`config.mk`:
```
export PLATFORM = sky130hd
export DESIGN_NAME = axi_write_slave
export DESIGN_NICKNAME = d
export VERILOG_FILES = /design/src/logic/axi_mem_pkg.sv /design/src/logic/axi_write_slave.sv
export VERILOG_INCLUDE_DIRS = /design/src /design/src/logic
export SDC_FILE = /design/constraint.sdc
export NUM_CORES = 1
export LEC_CHECK = 0
export BUFFER_PORTS_ARGS = -buffer_cell sky130_fd_sc_hd__buf_2
export CORE_AREA = 2 2 97 99
export DETAILED_ROUTE_END_ITERATION = 7
export DIE_AREA = 0 0 99 101
export PLACE_DENSITY = 0.75
export SLEW_MARGIN = 40
export SYNTH_ARGS = -nofsm -noshare
export SYNTH_HDL_FRONTEND = slang
export SYNTH_SLANG_ARGS = --single-unit
export TNS_END_PERCENT = 10
```
`constraint.sdc`:
```
create_clock -name clk -period 7.12 [get_ports clk]
set_clock_uncertainty 0.15 [all_clocks]
set_input_delay 0.356 -clock clk [delete_from_list [all_inputs] [get_ports clk]]
set_output_delay 0.356 -clock clk [all_outputs]
set_load 0.02 [all_outputs]
```
`src/logic/axi_mem_consts.svh`:
```
`ifndef AXI_MEM_CONSTS_SVH
`define AXI_MEM_CONSTS_SVH

// Bus widths of the AXI port.
`define AXI_ID_W     4
`define AXI_ADDR_W   64
`define AXI_DATA_W   64
`define AXI_STRB_W   8

// Attribute field widths.
`define AXI_LEN_W    8
`define AXI_SIZE_W   3
`define AXI_BURST_W  2

// The memory holds 1024 words of eight bytes.
`define MEM_AW       10
`define MEM_DEPTH    (1 << `MEM_AW)

// Only single eight-byte incrementing beats are served.
`define AXI_SIZE_WORD   3'd3
`define AXI_BURST_INCR  2'd1

`endif

```
`src/logic/axi_mem_pkg.sv`:
```
`include "axi_mem_consts.svh"

package axi_mem_pkg;

    typedef enum logic [1:0] {
        OKAY   = 2'b00,
        SLVERR = 2'b10,
        DECERR = 2'b11
    } resp_t;

    typedef logic [`AXI_ID_W-1:0]   id_t;
    typedef logic [`AXI_ADDR_W-1:0] addr_t;
    typedef logic [`AXI_DATA_W-1:0] data_t;
    typedef logic [`AXI_STRB_W-1:0] strb_t;
    typedef logic [`MEM_AW-1:0]     widx_t;

    // Attribute errors win over a bad address.
    function automatic resp_t check_req(
        input addr_t                   addr,
        input logic [`AXI_LEN_W-1:0]   len,
        input logic [`AXI_SIZE_W-1:0]  size,
        input logic [`AXI_BURST_W-1:0] burst
    );
        if (len != '0 || size != `AXI_SIZE_WORD || burst != `AXI_BURST_INCR)
            return SLVERR;
        if (addr[`AXI_ADDR_W-1:`MEM_AW+3] != '0)
            return DECERR;
        return OKAY;
    endfunction

endpackage

```
`src/logic/axi_write_slave.sv`:
```
`timescale 1ns/1ps
`include "axi_mem_consts.svh"

module axi_write_slave (
    input  logic                     clk,
    input  logic                     rst_n,

    // Write address channel.
    input  axi_mem_pkg::id_t         aw_id,
    input  axi_mem_pkg::addr_t       aw_addr,
    input  logic [`AXI_LEN_W-1:0]    aw_len,
    input  logic [`AXI_SIZE_W-1:0]   aw_size,
    input  logic [`AXI_BURST_W-1:0]  aw_burst,
    input  logic                     aw_valid,
    output logic                     aw_ready,

    // Write data channel.
    input  axi_mem_pkg::data_t       w_data,
    input  axi_mem_pkg::strb_t       w_strb,
    input  logic                     w_last,
    input  logic                     w_valid,
    output logic                     w_ready,

    // Write response channel.
    output axi_mem_pkg::id_t         b_id,
    output axi_mem_pkg::resp_t       b_resp,
    output logic                     b_valid,
    input  logic                     b_ready,

    // Memory write port.
    output logic                     mem_wr_en,
    output axi_mem_pkg::widx_t       mem_wr_idx,
    output axi_mem_pkg::data_t       mem_wr_data,
    output axi_mem_pkg::strb_t       mem_wr_strb
);
    import axi_mem_pkg::*;

    typedef enum logic {
        IDLE,
        RESP
    } state_t;

    state_t state;
    logic   accept;
    logic   wr_pend;
    resp_t  req_resp;

    // ******************************************************************
    // Joint AW/W acceptance.
    // ******************************************************************
    // Both channels are taken in the same cycle, and only when both
    // present a request, so address and data are never split.
    assign aw_ready = (state == IDLE) && aw_valid && w_valid;
    assign w_ready  = aw_ready;
    assign accept   = aw_ready;

    // A single beat must carry w_last; otherwise the burst is malformed.
    always_comb begin
        if (!w_last)
            req_resp = SLVERR;
        else
            req_resp = check_req(aw_addr, aw_len, aw_size, aw_burst);
    end

    always_ff @(posedge clk or negedge rst_n) begin
        if (!rst_n) begin
            state <= IDLE;
        end else begin
            case (state)
                IDLE: if (accept) state <= RESP;
                RESP: if (b_ready) state <= IDLE;
                default: state <= IDLE;
            endcase
        end
    end

    // One-cycle write pulse in the first RESP cycle, good requests only.
    always_ff @(posedge clk or negedge rst_n) begin
        if (!rst_n) begin
            wr_pend <= 1'b0;
        end else begin
            wr_pend <= accept && (req_resp == OKAY);
        end
    end

    // ******************************************************************
    // Captured request.
    // ******************************************************************
    always_ff @(posedge clk) begin
        if (accept) begin
            b_id        <= aw_id;
            b_resp      <= req_resp;
            mem_wr_idx  <= aw_addr[3 +: `MEM_AW];
            mem_wr_data <= w_data;
            mem_wr_strb <= w_strb;
        end
    end

    assign b_valid   = (state == RESP);
    assign mem_wr_en = wr_pend;

endmodule

```
# [Word-level counts from Yosys, hierarchy flattened]
# Cells that the tools add are included.
[op_classes] eq_ne=2 muxes=13 bitwise=1 n_reduce_logical=8
[ops] cell="51-bit nonzero test" n=1
[ops] cell="2-bit two-way mux" n=5
[ops] cell="8-bit nonzero test" n=1
[ops] cell="1-bit two-way mux" n=7
[ops] cell="1-bit logical AND" n=3
[ops] cell="3-bit by 2-bit != test with 1-bit output (second input constant)" n=1
[ops] cell="2-bit zero test" n=1
[ops] cell="1-bit logical OR" n=2
[ops] cell="2-bit by 1-bit != test with 1-bit output (second input constant)" n=1
[ops] cell="1-bit case mux with 2 select lines" n=1
[ops] cell="1-bit NOT" n=1
[totals] ff_bits=90 inputBits=159 out_inout_bits=92

# [Depth between registers and ports, before layout]
[logic_depth] ltp_word=12 mapped_depth=4

# [Worst setup path after synthesis]
# Ideal clock, no wire load.
[synth_timing] kind="reg2out" from="register state, in the netlist b_valid" to="output w_ready" arrival_time_ns=5.059 required_ns=6.614 slack_ns=1.555 stages_incl_launch_ff=3 n_path_buf=1 cell_sequence="dfrtp_1 nor2_1 buf_4"
[synth_via] elab_chain_cells=3
[synth_lines] item="start: declaration" line_no="axi_write_slave.sv:43" text="state_t state;"
[synth_lines] item="start signal: assignment" line_no="axi_write_slave.sv:67" text="state <= IDLE;"
[synth_lines] item="start signal: assignment" line_no="axi_write_slave.sv:70" text="IDLE: if (accept) state <= RESP;"
[synth_lines] item="start signal: assignment" line_no="axi_write_slave.sv:71" text="RESP: if (b_ready) state <= IDLE;"
[synth_lines] item="1-bit NOT"
[synth_lines] item="1-bit logical AND (2 in series)" line_no="axi_write_slave.sv:53" text="assign aw_ready = (state == IDLE) && aw_valid && w_valid;"
[synth_lines] item="end: declaration" line_no="axi_write_slave.sv:22" text="output logic w_ready,"
# Every way passes these cells.

# [Final worst setup path]
[layout_timing] from="register state, in the netlist b_valid" to="register mem_wr_idx[3] (enable)"
[layout_via] elab_chain_cells=3
[layout_lines] item="1-bit NOT"
[layout_lines] item="1-bit logical AND (2 in series)" line_no="axi_write_slave.sv:53"
[layout_lines] item="end signal: assignment" line_no="axi_write_slave.sv:93" text="mem_wr_idx <= aw_addr[3 +: `MEM_AW];"
[layout_lines] item="end: declaration" line_no="axi_write_slave.sv:32" text="output axi_mem_pkg::widx_t mem_wr_idx,"
# Every way passes these cells.
# A chain may end at the register's enable or synchronous reset.

==> results.md <==
* Static leakage at 2.014 nW
* Post-DP HPWL at 6.091 mm
* CTS max path bufs at 2
* Vias per inst at 4.413
* # H-tree levels at 3
* Synth cell count leaders: 88 x edfxtp_1, 12 x nor4_1, 3 x nand2_1, 3 x nand4_1
* Die Area at 9999 µm²
* Placed cells at 479
* Worst Setup End Kind: register
* Non-Filler Instances at 511
* Dominant synthesized flop cell: edfxtp_1
* CTS sink count at 90
* Switching power at 0.0002504 W
* First-pass GRT wire length at 11.02 mm
* Pin count of the biggest net entering global routing at 54
* Final hold viol count at 0
* Total Wirelength at 8.080 mm
* Comb pwr share at 10.9%
* Fin crit share at 32.08%
* CTS resizes at 0
* Post-layout min period at 2.284 ns
* Seq pwr share at 59.0%
* Most frequent cell after synthesis: edfxtp_1
* DRC Markers at 0
* Worst slew pin tran at 0.6846 ns
* Register-to-register setup slack at 4.84 ns
* Routed len/inst at 15.81 µm
* Synthesized area per cell at 24.17 µm²
* Area leader, netlist: edfxtp_1
* Peak supply drop at 0.1022 mV
* Sequential share of the synthesized area at 92.84%
* Fmax at 437.7 MHz
* CTS Root Cell: clkbuf_8
* CTS buffer count at 9
* Placement Setup Slack at 4.761 ns
* # diodes at 0
* First drt pass iteration count at 4
* Net Sw Frac at 24.08%
* Max cap viols at 0
* Async SR Flop Fraction at 2.222%
* Mapped Area at 2900 µm²
* Vias post-DR at 2255
* Slew HR at 54.36%
* Type of the worst setup path: register to register
* Unique masters post-synth at 16
* Area added between synthesis and finish at 59.79%
* Clk pin slew, worst setup/hold paths at 0.09 ns
* Worst Setup Start Kind: register
* Tot Pwr at 0.001040 W
* Die height at 101 µm
* Starting density of the core at 32.31%
* Synth Register Bits at 90
* HP Class: input port to register
* Top Ports at 251
* Worst-path fanout max at 53
* Clock power share at 30.2%
* Unrepaired setup endpoints after global routing: no
* Clock latency on the worst-skew pair at 0.35 ns
* Pwr Density at 224.4 nW/µm²
* Final setup fails at 0
* Ys Warns at 0
* GR Overflow Total at 0
* Mapped Cells at 120
* Critical Path AT at 2.11 ns
* # rows at 35
* Critical path's slowest cell: buf_4
* Area post-placement at 4298 µm²
* Final slew viol count at 0
* Initial antenna violation count at 0
* Fill cells at 789
* Power Internal at 0.0007895 W
* EDFF count, synth at 88
* CP bufs+invs at 2
* Total Routing Usage GR at 14.84%
* Final ANT Viol Nets at 0
* Initial DRC count at 62
* Number of global-route vias before repair at 2304
* Top cell type's share of synthesized area at 91.11%
* Layout Nets at 554
* Gp weighted congestion at 0.8921
* Synth area leaders: edfxtp_1 91%, nor4_1 2.6%, dfrtp_1 1.7%
* Setup TNS Final at 0 ns
* CTS tree: built
* Outcome: finished clean
* Share of layout cells above drive strength 1 at 67.00%
* Die extent in x at 99 µm
* IO Port Bufs at 247
* Critical path's top delay family: buffers and inverters
* CP cell instances: nor2_4 > buf_8 > buf_4
* Fin worst setup slack at 4.836 ns
* Core Box Area at 8977 µm²
* Cell area after layout at 4634 µm²
* Syn_nets at 279
* CP Data Required Time at 6.95 ns
* CP max stage delay at 0.59 ns
per-stage QoR:
stage / utilization [%] / hold WS, ns
floorplan: - / -0.08959
global placement: 47.71 / -0.003176
detailed placement: 47.87 / -0.007428
CTS: 50.06 / 0.0003967
global route: 51.62 / 0.0002252
finish: 51.62 / 0.02490
worst paths after layout:
| path | to | startpoint | depth (start not counted) |
|---|---|---|---|
| max in group asynchronous | mem_wr_en$_DFF_PN0_ | rst_n | 2 |
| max reg2reg | mem_wr_idx[3]$_DFFE_PP_ | b_valid$_DFF_PN0_ | 3 |
| min reg2reg | b_valid$_DFF_PN0_ | b_valid$_DFF_PN0_ | 1 |
| min | mem_wr_idx[4]$_DFFE_PP_ | aw_addr[7] | 1 |
| min in group asynchronous | b_valid$_DFF_PN0_ | rst_n | 2 |
| max | mem_wr_idx[3]$_DFFE_PP_ | b_valid$_DFF_PN0_ | 3 |
power groups by stage:
stage / clock (W) / sequential (W) / combinational, W
floorplan: 0 / 0.000656 / 0.0000125
global placement: 0 / 0.000625 / 0.000103
detailed placement: 0 / 0.000626 / 0.000107
CTS: 0.000328 / 0.000614 / 0.000108
global route: 0.000346 / 0.000615 / 0.000122
finish: 0.000314 / 0.000613 / 0.000113
repair_timing:
item                      CTS  global route
hold endpoints to repair    3            14
buffers inserted            0             0
hold buffers                2            14
cell families (layout without fill, tap and decap cells):
logic type	count (synthesis)	after routing	share of synthesized area (%)
flops	90	90	92.84
simple gates	28	28	6.557
mux	1	1	0.3451
buf+inv	1	281	0.2589
state kept, by name (all words and copies together), names as in the netlist:
signal       cells
mem_wr_data     64
b_resp           2
b_valid          1
mem_wr_en        1
mem_wr_idx      10
mem_wr_strb      8
b_id             4
layout by cell type (no fill, tap or decap), types with 2 or more instances in the layout:
cell,n
inv_6,2
nand4_1,3
buf_2,247
nor4_1,12
edfxtp_1,88
dfrtp_1,2
nand2_1,3
dlygate4sd3_1,16
clkinvlp_4,3
clkbuf_8,9
per-layer routing:
layer	GRT usage, %	wire (µm)
met5	0	0
met2	26.77	4481
met4	7.798	159
met1	15.36	2601
met3	4.785	838
area by class of cell:
type	instances	area, µm²	share of cell area, %
Sequential cell	90	2693	58.10
Timing Repair Buffer	265	1419	30.62
Multi-Input combinational cell	29	207.7	4.482
Tap cell	111	138.9	2.997
Clock buffer	10	127.6	2.754
Clock inverter	6	48.80	1.053
worst register-to-register path, cell delays in order (launching register included):
cell and delay [ns]:
dfrtp_1 0.44, nor2_4 0.44, buf_8 0.27, buf_4 0.59
No activity file was read; power rests on OpenSTA's default activity.
