### src/logic/axi_mem_consts.svh
`ifndef AXI_MEM_CONSTS_SVH
`define AXI_MEM_CONSTS_SVH

// Bus widths of the AXI port.
`define AXI_ID_W     4
`define AXI_ADDR_W   64
`define AXI_DATA_W   64
`define AXI_STRB_W   8

// Attribute field widths.
`define AXI_LEN_W    8
`define AXI_SIZE_W   3
`define AXI_BURST_W  2

// The memory holds 1024 words of eight bytes.
`define MEM_AW       10
`define MEM_DEPTH    (1 << `MEM_AW)

// Only single eight-byte incrementing beats are served.
`define AXI_SIZE_WORD   3'd3
`define AXI_BURST_INCR  2'd1

`endif

### src/logic/axi_mem_pkg.sv
`include "axi_mem_consts.svh"

package axi_mem_pkg;

    typedef enum logic [1:0] {
        OKAY   = 2'b00,
        SLVERR = 2'b10,
        DECERR = 2'b11
    } resp_t;

    typedef logic [`AXI_ID_W-1:0]   id_t;
    typedef logic [`AXI_ADDR_W-1:0] addr_t;
    typedef logic [`AXI_DATA_W-1:0] data_t;
    typedef logic [`AXI_STRB_W-1:0] strb_t;
    typedef logic [`MEM_AW-1:0]     widx_t;

    // Attribute errors win over a bad address.
    function automatic resp_t check_req(
        input addr_t                   addr,
        input logic [`AXI_LEN_W-1:0]   len,
        input logic [`AXI_SIZE_W-1:0]  size,
        input logic [`AXI_BURST_W-1:0] burst
    );
        if (len != '0 || size != `AXI_SIZE_WORD || burst != `AXI_BURST_INCR)
            return SLVERR;
        if (addr[`AXI_ADDR_W-1:`MEM_AW+3] != '0)
            return DECERR;
        return OKAY;
    endfunction

endpackage

### src/logic/axi_read_slave.sv
`timescale 1ns/1ps
`include "axi_mem_consts.svh"

module axi_read_slave (
    input  logic                     clk,
    input  logic                     rst_n,

    // Read address channel.
    input  axi_mem_pkg::id_t         ar_id,
    input  axi_mem_pkg::addr_t       ar_addr,
    input  logic [`AXI_LEN_W-1:0]    ar_len,
    input  logic [`AXI_SIZE_W-1:0]   ar_size,
    input  logic [`AXI_BURST_W-1:0]  ar_burst,
    input  logic                     ar_valid,
    output logic                     ar_ready,

    // Read data channel.
    output axi_mem_pkg::id_t         r_id,
    output axi_mem_pkg::data_t       r_data,
    output axi_mem_pkg::resp_t       r_resp,
    output logic                     r_last,
    output logic                     r_valid,
    input  logic                     r_ready,

    // Memory read port.
    output logic                     mem_rd_en,
    output axi_mem_pkg::widx_t       mem_rd_idx,
    input  axi_mem_pkg::data_t       mem_rd_data
);
    import axi_mem_pkg::*;

    typedef enum logic {
        IDLE,
        DATA
    } state_t;

    state_t state;
    logic   accept;
    resp_t  req_resp;

    // ******************************************************************
    // Request decode and memory read.
    // ******************************************************************
    assign ar_ready = (state == IDLE);
    assign accept   = ar_valid && ar_ready;
    assign req_resp = check_req(ar_addr, ar_len, ar_size, ar_burst);

    // The read is issued in the accept cycle so the word is ready with R.
    assign mem_rd_en  = accept && (req_resp == OKAY);
    assign mem_rd_idx = ar_addr[3 +: `MEM_AW];

    always_ff @(posedge clk or negedge rst_n) begin
        if (!rst_n) begin
            state <= IDLE;
        end else begin
            case (state)
                IDLE: if (accept) state <= DATA;
                DATA: if (r_ready) state <= IDLE;
                default: state <= IDLE;
            endcase
        end
    end

    always_ff @(posedge clk) begin
        if (accept) begin
            r_id   <= ar_id;
            r_resp <= req_resp;
        end
    end

    // ******************************************************************
    // R channel.
    // ******************************************************************
    // The memory output register is not reloaded until the next accept,
    // so the data stays put while the master stalls.
    assign r_valid = (state == DATA);
    assign r_last  = r_valid;
    assign r_data  = (r_resp == OKAY) ? mem_rd_data : '0;

endmodule

### config.mk
export PLATFORM = sky130hd
export DESIGN_NAME = axi_read_slave
export DESIGN_NICKNAME = d
export VERILOG_FILES = /design/src/logic/axi_mem_pkg.sv /design/src/logic/axi_read_slave.sv
export VERILOG_INCLUDE_DIRS = /design/src /design/src/logic
export SDC_FILE = /design/constraint.sdc
export NUM_CORES = 1
export LEC_CHECK = 0
export BUFFER_PORTS_ARGS = -buffer_cell sky130_fd_sc_hd__buf_4
export CAP_MARGIN = 40
export CORE_AREA = 2 2 90 92
export DETAILED_ROUTE_END_ITERATION = 7
export DIE_AREA = 0 0 92 94
export GPL_TIMING_DRIVEN = 0
export SLEW_MARGIN = 20
export SYNTH_ARGS = -nofsm -noshare
export SYNTH_HDL_FRONTEND = slang
export SYNTH_SLANG_ARGS = --single-unit
### constraint.sdc
create_clock -name clk -period 2.2 [get_ports clk]
set_clock_uncertainty 0.2 [all_clocks]
set_input_delay 0.22 -clock clk [delete_from_list [all_inputs] [get_ports clk]]
set_output_delay 0.22 -clock clk [all_outputs]
set_load 0.01 [all_outputs]
# Word level (Yosys, flattened, before mapping)
# Cells that the tools add are included.
dict set report classes {
  n_mux 11
  eq_ne 2
  reduce_logical 8
  bitwise_logic 1
}
# operator n
set op_table {}
lappend op_table {{two-way mux 64 bit} 1}
lappend op_table {{nonzero test 51 bit} 1}
lappend op_table {{two-way mux 2 bit} 4}
lappend op_table {{nonzero test 8 bit} 1}
lappend op_table {{two-way mux 1 bit} 5}
lappend op_table {{zero test 2 bit} 2}
lappend op_table {{!= test 3 x 2 -> 1 bit, second input constant} 1}
lappend op_table {{logical AND 1 bit} 2}
lappend op_table {{logical OR 1 bit} 2}
lappend op_table {{!= test 2 x 1 -> 1 bit, second input constant} 1}
lappend op_table {{one-hot mux 1 bit (2 select lines)} 1}
lappend op_table {{NOT 1 bit} 1}
dict set report totals {
  wordCells 25
  out_inout_bits 84
  reg_bits 7
  inputBits 149
}

# Longest topological paths before layout
dict set report depth {
  depth_word 9
  mapped_depth 4
  ltp_nobuf 4
}

# Least setup slack after synthesis
# No wires, ideal clock.
dict set report synth_path {
  kind {in2out}
  from {in ar_len[3]}
  to {out mem_rd_en}
  t_required_ns 1.780
  path_slack_ns 0.559
  cell_stages 4
  arrival_ns 1.221
  path_buffers 0
  path_cell_list {or4_4 nor3_2 nand4_1 and3b_1}
}
dict set report synth_via {
  elab_chain_cells 7
}
# item line_no
set synth_lines {}
lappend synth_lines {{start: declaration} axi_read_slave.sv:11} ;# input logic [`AXI_LEN_W-1:0] ar_len,
lappend synth_lines {{nonzero test 8 bit} axi_mem_pkg.sv:24} ;# if (len != '0 || size != `AXI_SIZE_WORD || burst != `AXI_BURST_INCR)
lappend synth_lines {{logical OR 1 bit (no source line) (2 in series)} n/a}
lappend synth_lines {{two-way mux 1 bit} axi_mem_pkg.sv:24}
lappend synth_lines {{two-way mux 2 bit} axi_mem_pkg.sv:26} ;# if (addr[`AXI_ADDR_W-1:`MEM_AW+3] != '0)
lappend synth_lines {{zero test 2 bit} axi_read_slave.sv:49} ;# assign mem_rd_en = accept && (req_resp == OKAY);
lappend synth_lines {{logical AND 1 bit} axi_read_slave.sv:49}
lappend synth_lines {{end: declaration} axi_read_slave.sv:26} ;# output logic mem_rd_en,
# Every way passes these cells.

# Worst setup path after layout
dict set report layout_path {
  from {in ar_addr[28]}
  to {out mem_rd_en}
}
dict set report layout_via {
  elab_chain_cells 7
  word_cells_on_any_way 8
  cone_classes {5 x mux; 3 x reduce/logical}
}
# item line_no
set layout_lines {}
lappend layout_lines {{start: declaration} axi_read_slave.sv:10} ;# input axi_mem_pkg::addr_t ar_addr,
lappend layout_lines {{nonzero test 51 bit (*)} axi_mem_pkg.sv:26}
lappend layout_lines {{two-way mux 1 bit (2 in series)} axi_mem_pkg.sv:26}
lappend layout_lines {{two-way mux 2 bit (*)} axi_mem_pkg.sv:28} ;# return OKAY;
lappend layout_lines {{two-way mux 2 bit (*)} axi_mem_pkg.sv:26}
lappend layout_lines {{zero test 2 bit (*)} axi_read_slave.sv:49}
lappend layout_lines {{logical AND 1 bit (*)} axi_read_slave.sv:49}
# Every way passes the cells marked *; elsewhere a longest branch is shown, timed or not. The select of a mux whose other input is x is not followed.

==> summary.md <==
| Metric | Value |
|---|---|
| Status | completed |
| Number of buffers added on ports | 219 |
| WP data required | 1.78 ns |
| Critical path arrival | 1.55 ns |
| Clock Sinks | 7 |
| Ant. Diodes | 0 |
| GR Overflow Total | 0 |
| Sequential share of the synthesized area | 0.227 |
| Final Setup Violations | 0 |
| Core footprint | 7610 um2 |
| Pre-Repair DR Iteration Count | 5 |
| Syn-to-layout area delta | 208% |
| Routed wire per std cell | 11.3 um |
| Placement Rows | 32 |
| CP startpoint kind | primary input |
| Global-route wire length before repair | 6.96 mm |
| Power density cells | 222 nW/um2 |
| Mapped Cells | 119 |
| Buffers inserted by post-CTS timing repair | 0 |
| Fin. max-slew vios | 0 |
| Synth Cell Area | 905 um2 |
| H-tree levels | 1 |
| Via count | 1710 |
| Peak supply drop | 0.000138 V |
| I/O pins | 233 |
| Lkg Pwr | 0.00150 uW |
| Hpwl dp | 4.58 mm |
| Unrepaired setup endpoints after global routing | false |
| Slowest stage cell, crit path | nor4_2 |
| 1st-iter DRT viols | 13 |
| Clock period minus worst slack | 1.97 ns |
| Layout Nets | 498 |
| Vias/cell | 3.80 |
| Worst skew pair latency | 0.22 ns |
| Crit end category | output pin |
| Initial Utilization | 0.119 |
| Setup CP Type | in -> out |
| Most used cell, CP | buf_4 |
| Final setup TNS | 0 ns |
| Post-Route WL | 5.07 mm |
| Most common cell after layout, fill and taps aside | buf_4 |
| CTS Buffer Depth | 2 |
| Final Wtd Congestion | 0.736 |
| Relative slew slack | 0.604 |
| Number of failing hold endpoints at the final stage | 0 |
| Clock Pin Slew Worst Setup and Hold Paths | 0.04 ns |
| Drt drc | 0 |
| Die width | 92 um |
| Syn Nets | 268 |
| Fin crit share | 0.895 |
| Initial antenna violation count | 0 |
| Root buf cell | clkbuf_8 |
| Flop2flop setup slack | 0.75 ns |
| Worst-margin pin slew | 0.592 ns |
| Hold WC Path Type | in -> async |
| Total CTS buffers | 3 |
| Max Freq | 508 MHz |
| Yosys warnings | 0 |
| Final Power | 618 uW |
| CTS tree | yes |
| Commonest non-fill, non-tap cells in the layout | buf_4 (230), and2_1 (64), nor4_1 (12) |
| Max-cap check violation count | 0 |
| Synth Register Bits | 7 |
| Mean post-synth cell area | 7.60 um2 |
| Final Util | 0.367 |
| Max FO, Critical Path | 3 |
| Largest net degree at the start of global routing | 11 |
| Die Y | 94 um |
| Share of layout cells above drive strength 1 | 0.681 |
| Largest stage delay, worst path | 0.40 ns |
| Die ar. | 8650 um2 |
| Vias in the first global route | 1612 |
| Post-DRT Antenna Nets | 0 |
| GRT Total Usage | 0.0992 |
| Synth unique cells | 19 |
| Crit path cell chain | buf_4 -> nor4_1 -> nand4_1 -> nor4_2 -> and3b_1 -> buf_4 |
synth_stat cells:
| library cell | n | area, um2 |
|---|---|---|
| o21bai_1 | 1 | 7.51 |
| nand2b_1 | 1 | 6.26 |
| and3b_1 | 1 | 8.76 |
| nor3_1 | 2 | 10.0 |
| nor4_1 | 12 | 75.1 |
| nor2b_1 | 1 | 6.26 |
| dfrtp_1 | 1 | 25.0 |
| edfxtp_1 | 6 | 180 |
| or4_4 | 1 | 11.3 |
| inv_1 | 1 | 3.75 |
| nor2_1 | 3 | 11.3 |
| nor3_2 | 1 | 10.0 |
| nand3_1 | 1 | 5.00 |
| nand2_1 | 2 | 7.51 |
| clkbuf_1 | 6 | 22.5 |
| nor4_2 | 1 | 12.5 |
| and2_1 | 64 | 400 |
| nand4_1 | 3 | 18.8 |
| buf_4 | 11 | 82.6 |
stage by stage:
stage / hold WS [ns] / instance area [um2] / std cells / worst slack (ns)
finish: 0.159 / 2790 / 450 / 0.231
global route: 0.146 / 2790 / 450 / 0.0965
global placement: -0.205 / 2680 / 440 / 0.155
detailed placement: -0.204 / 2680 / 440 / 0.0908
CTS: 0.120 / 2780 / 450 / 0.0595
floorplan: -0.276 / 905 / 119 / 0.559
state kept, by name, indices dropped and copies added (netlist names):
| register | flops |
|---|---|
| r_id | 4 |
| r_resp | 2 |
| r_last | 1 |
layer usage:
metal	track usage	wire length, um
met3	0.0305	685
met4	0.0348	123
met2	0.215	2950
met5	0	0
met1	0.0816	1320
worst paths after layout:
path / startpoint / to / cells past startpoint
setup reg to reg: r_last / r_resp[1] / 1
hold / removal: rst_n / r_last / 2
min in group clk: ar_addr[44] / r_resp[1] / 5
hold reg to reg: r_last / r_last / 2
max in group asynchronous: rst_n / r_last / 2
setup / recovery: ar_addr[28] / mem_rd_en / 6
worst max-delay path, delay by kind of cell:
family / cells / cell delay [ns]
buf+inv: 2 / 0.22
simple gates: 4 / 1.10
where the power goes:
part           internal, uW  switching, uW
Sequential              156           5.39
Combinational           209           71.3
Clock                   125           50.9
Total                   491            128
logic make-up after synthesis:
logic type | share of synthesized area
simple gates | 0.645
buf+inv | 0.120
flops | 0.227
compound gates | 0.00830
layout make-up:
class                           instances  area [um2]
Buffer                                 17         105
Clock buffer                            4        45.0
Fill cell                             812        4820
Inverter                                1        3.75
Multi-Input combinational cell         94         598
Sequential cell                         7         205
Tap cell                              102         128
Timing Repair Buffer                  225        1700
repair_timing:
| action | CTS | global route |
|---|---|---|
| hold endpoints to repair | 6 | 0 |
| hold buffers | 6 | 0 |
| resized for setup | 1 | 1 |
| setup endpoints to repair | 60 | 14 |
| pin swaps | 0 | 0 |
| gates cloned | 0 | 0 |
(Power assumes the default switching activity.)
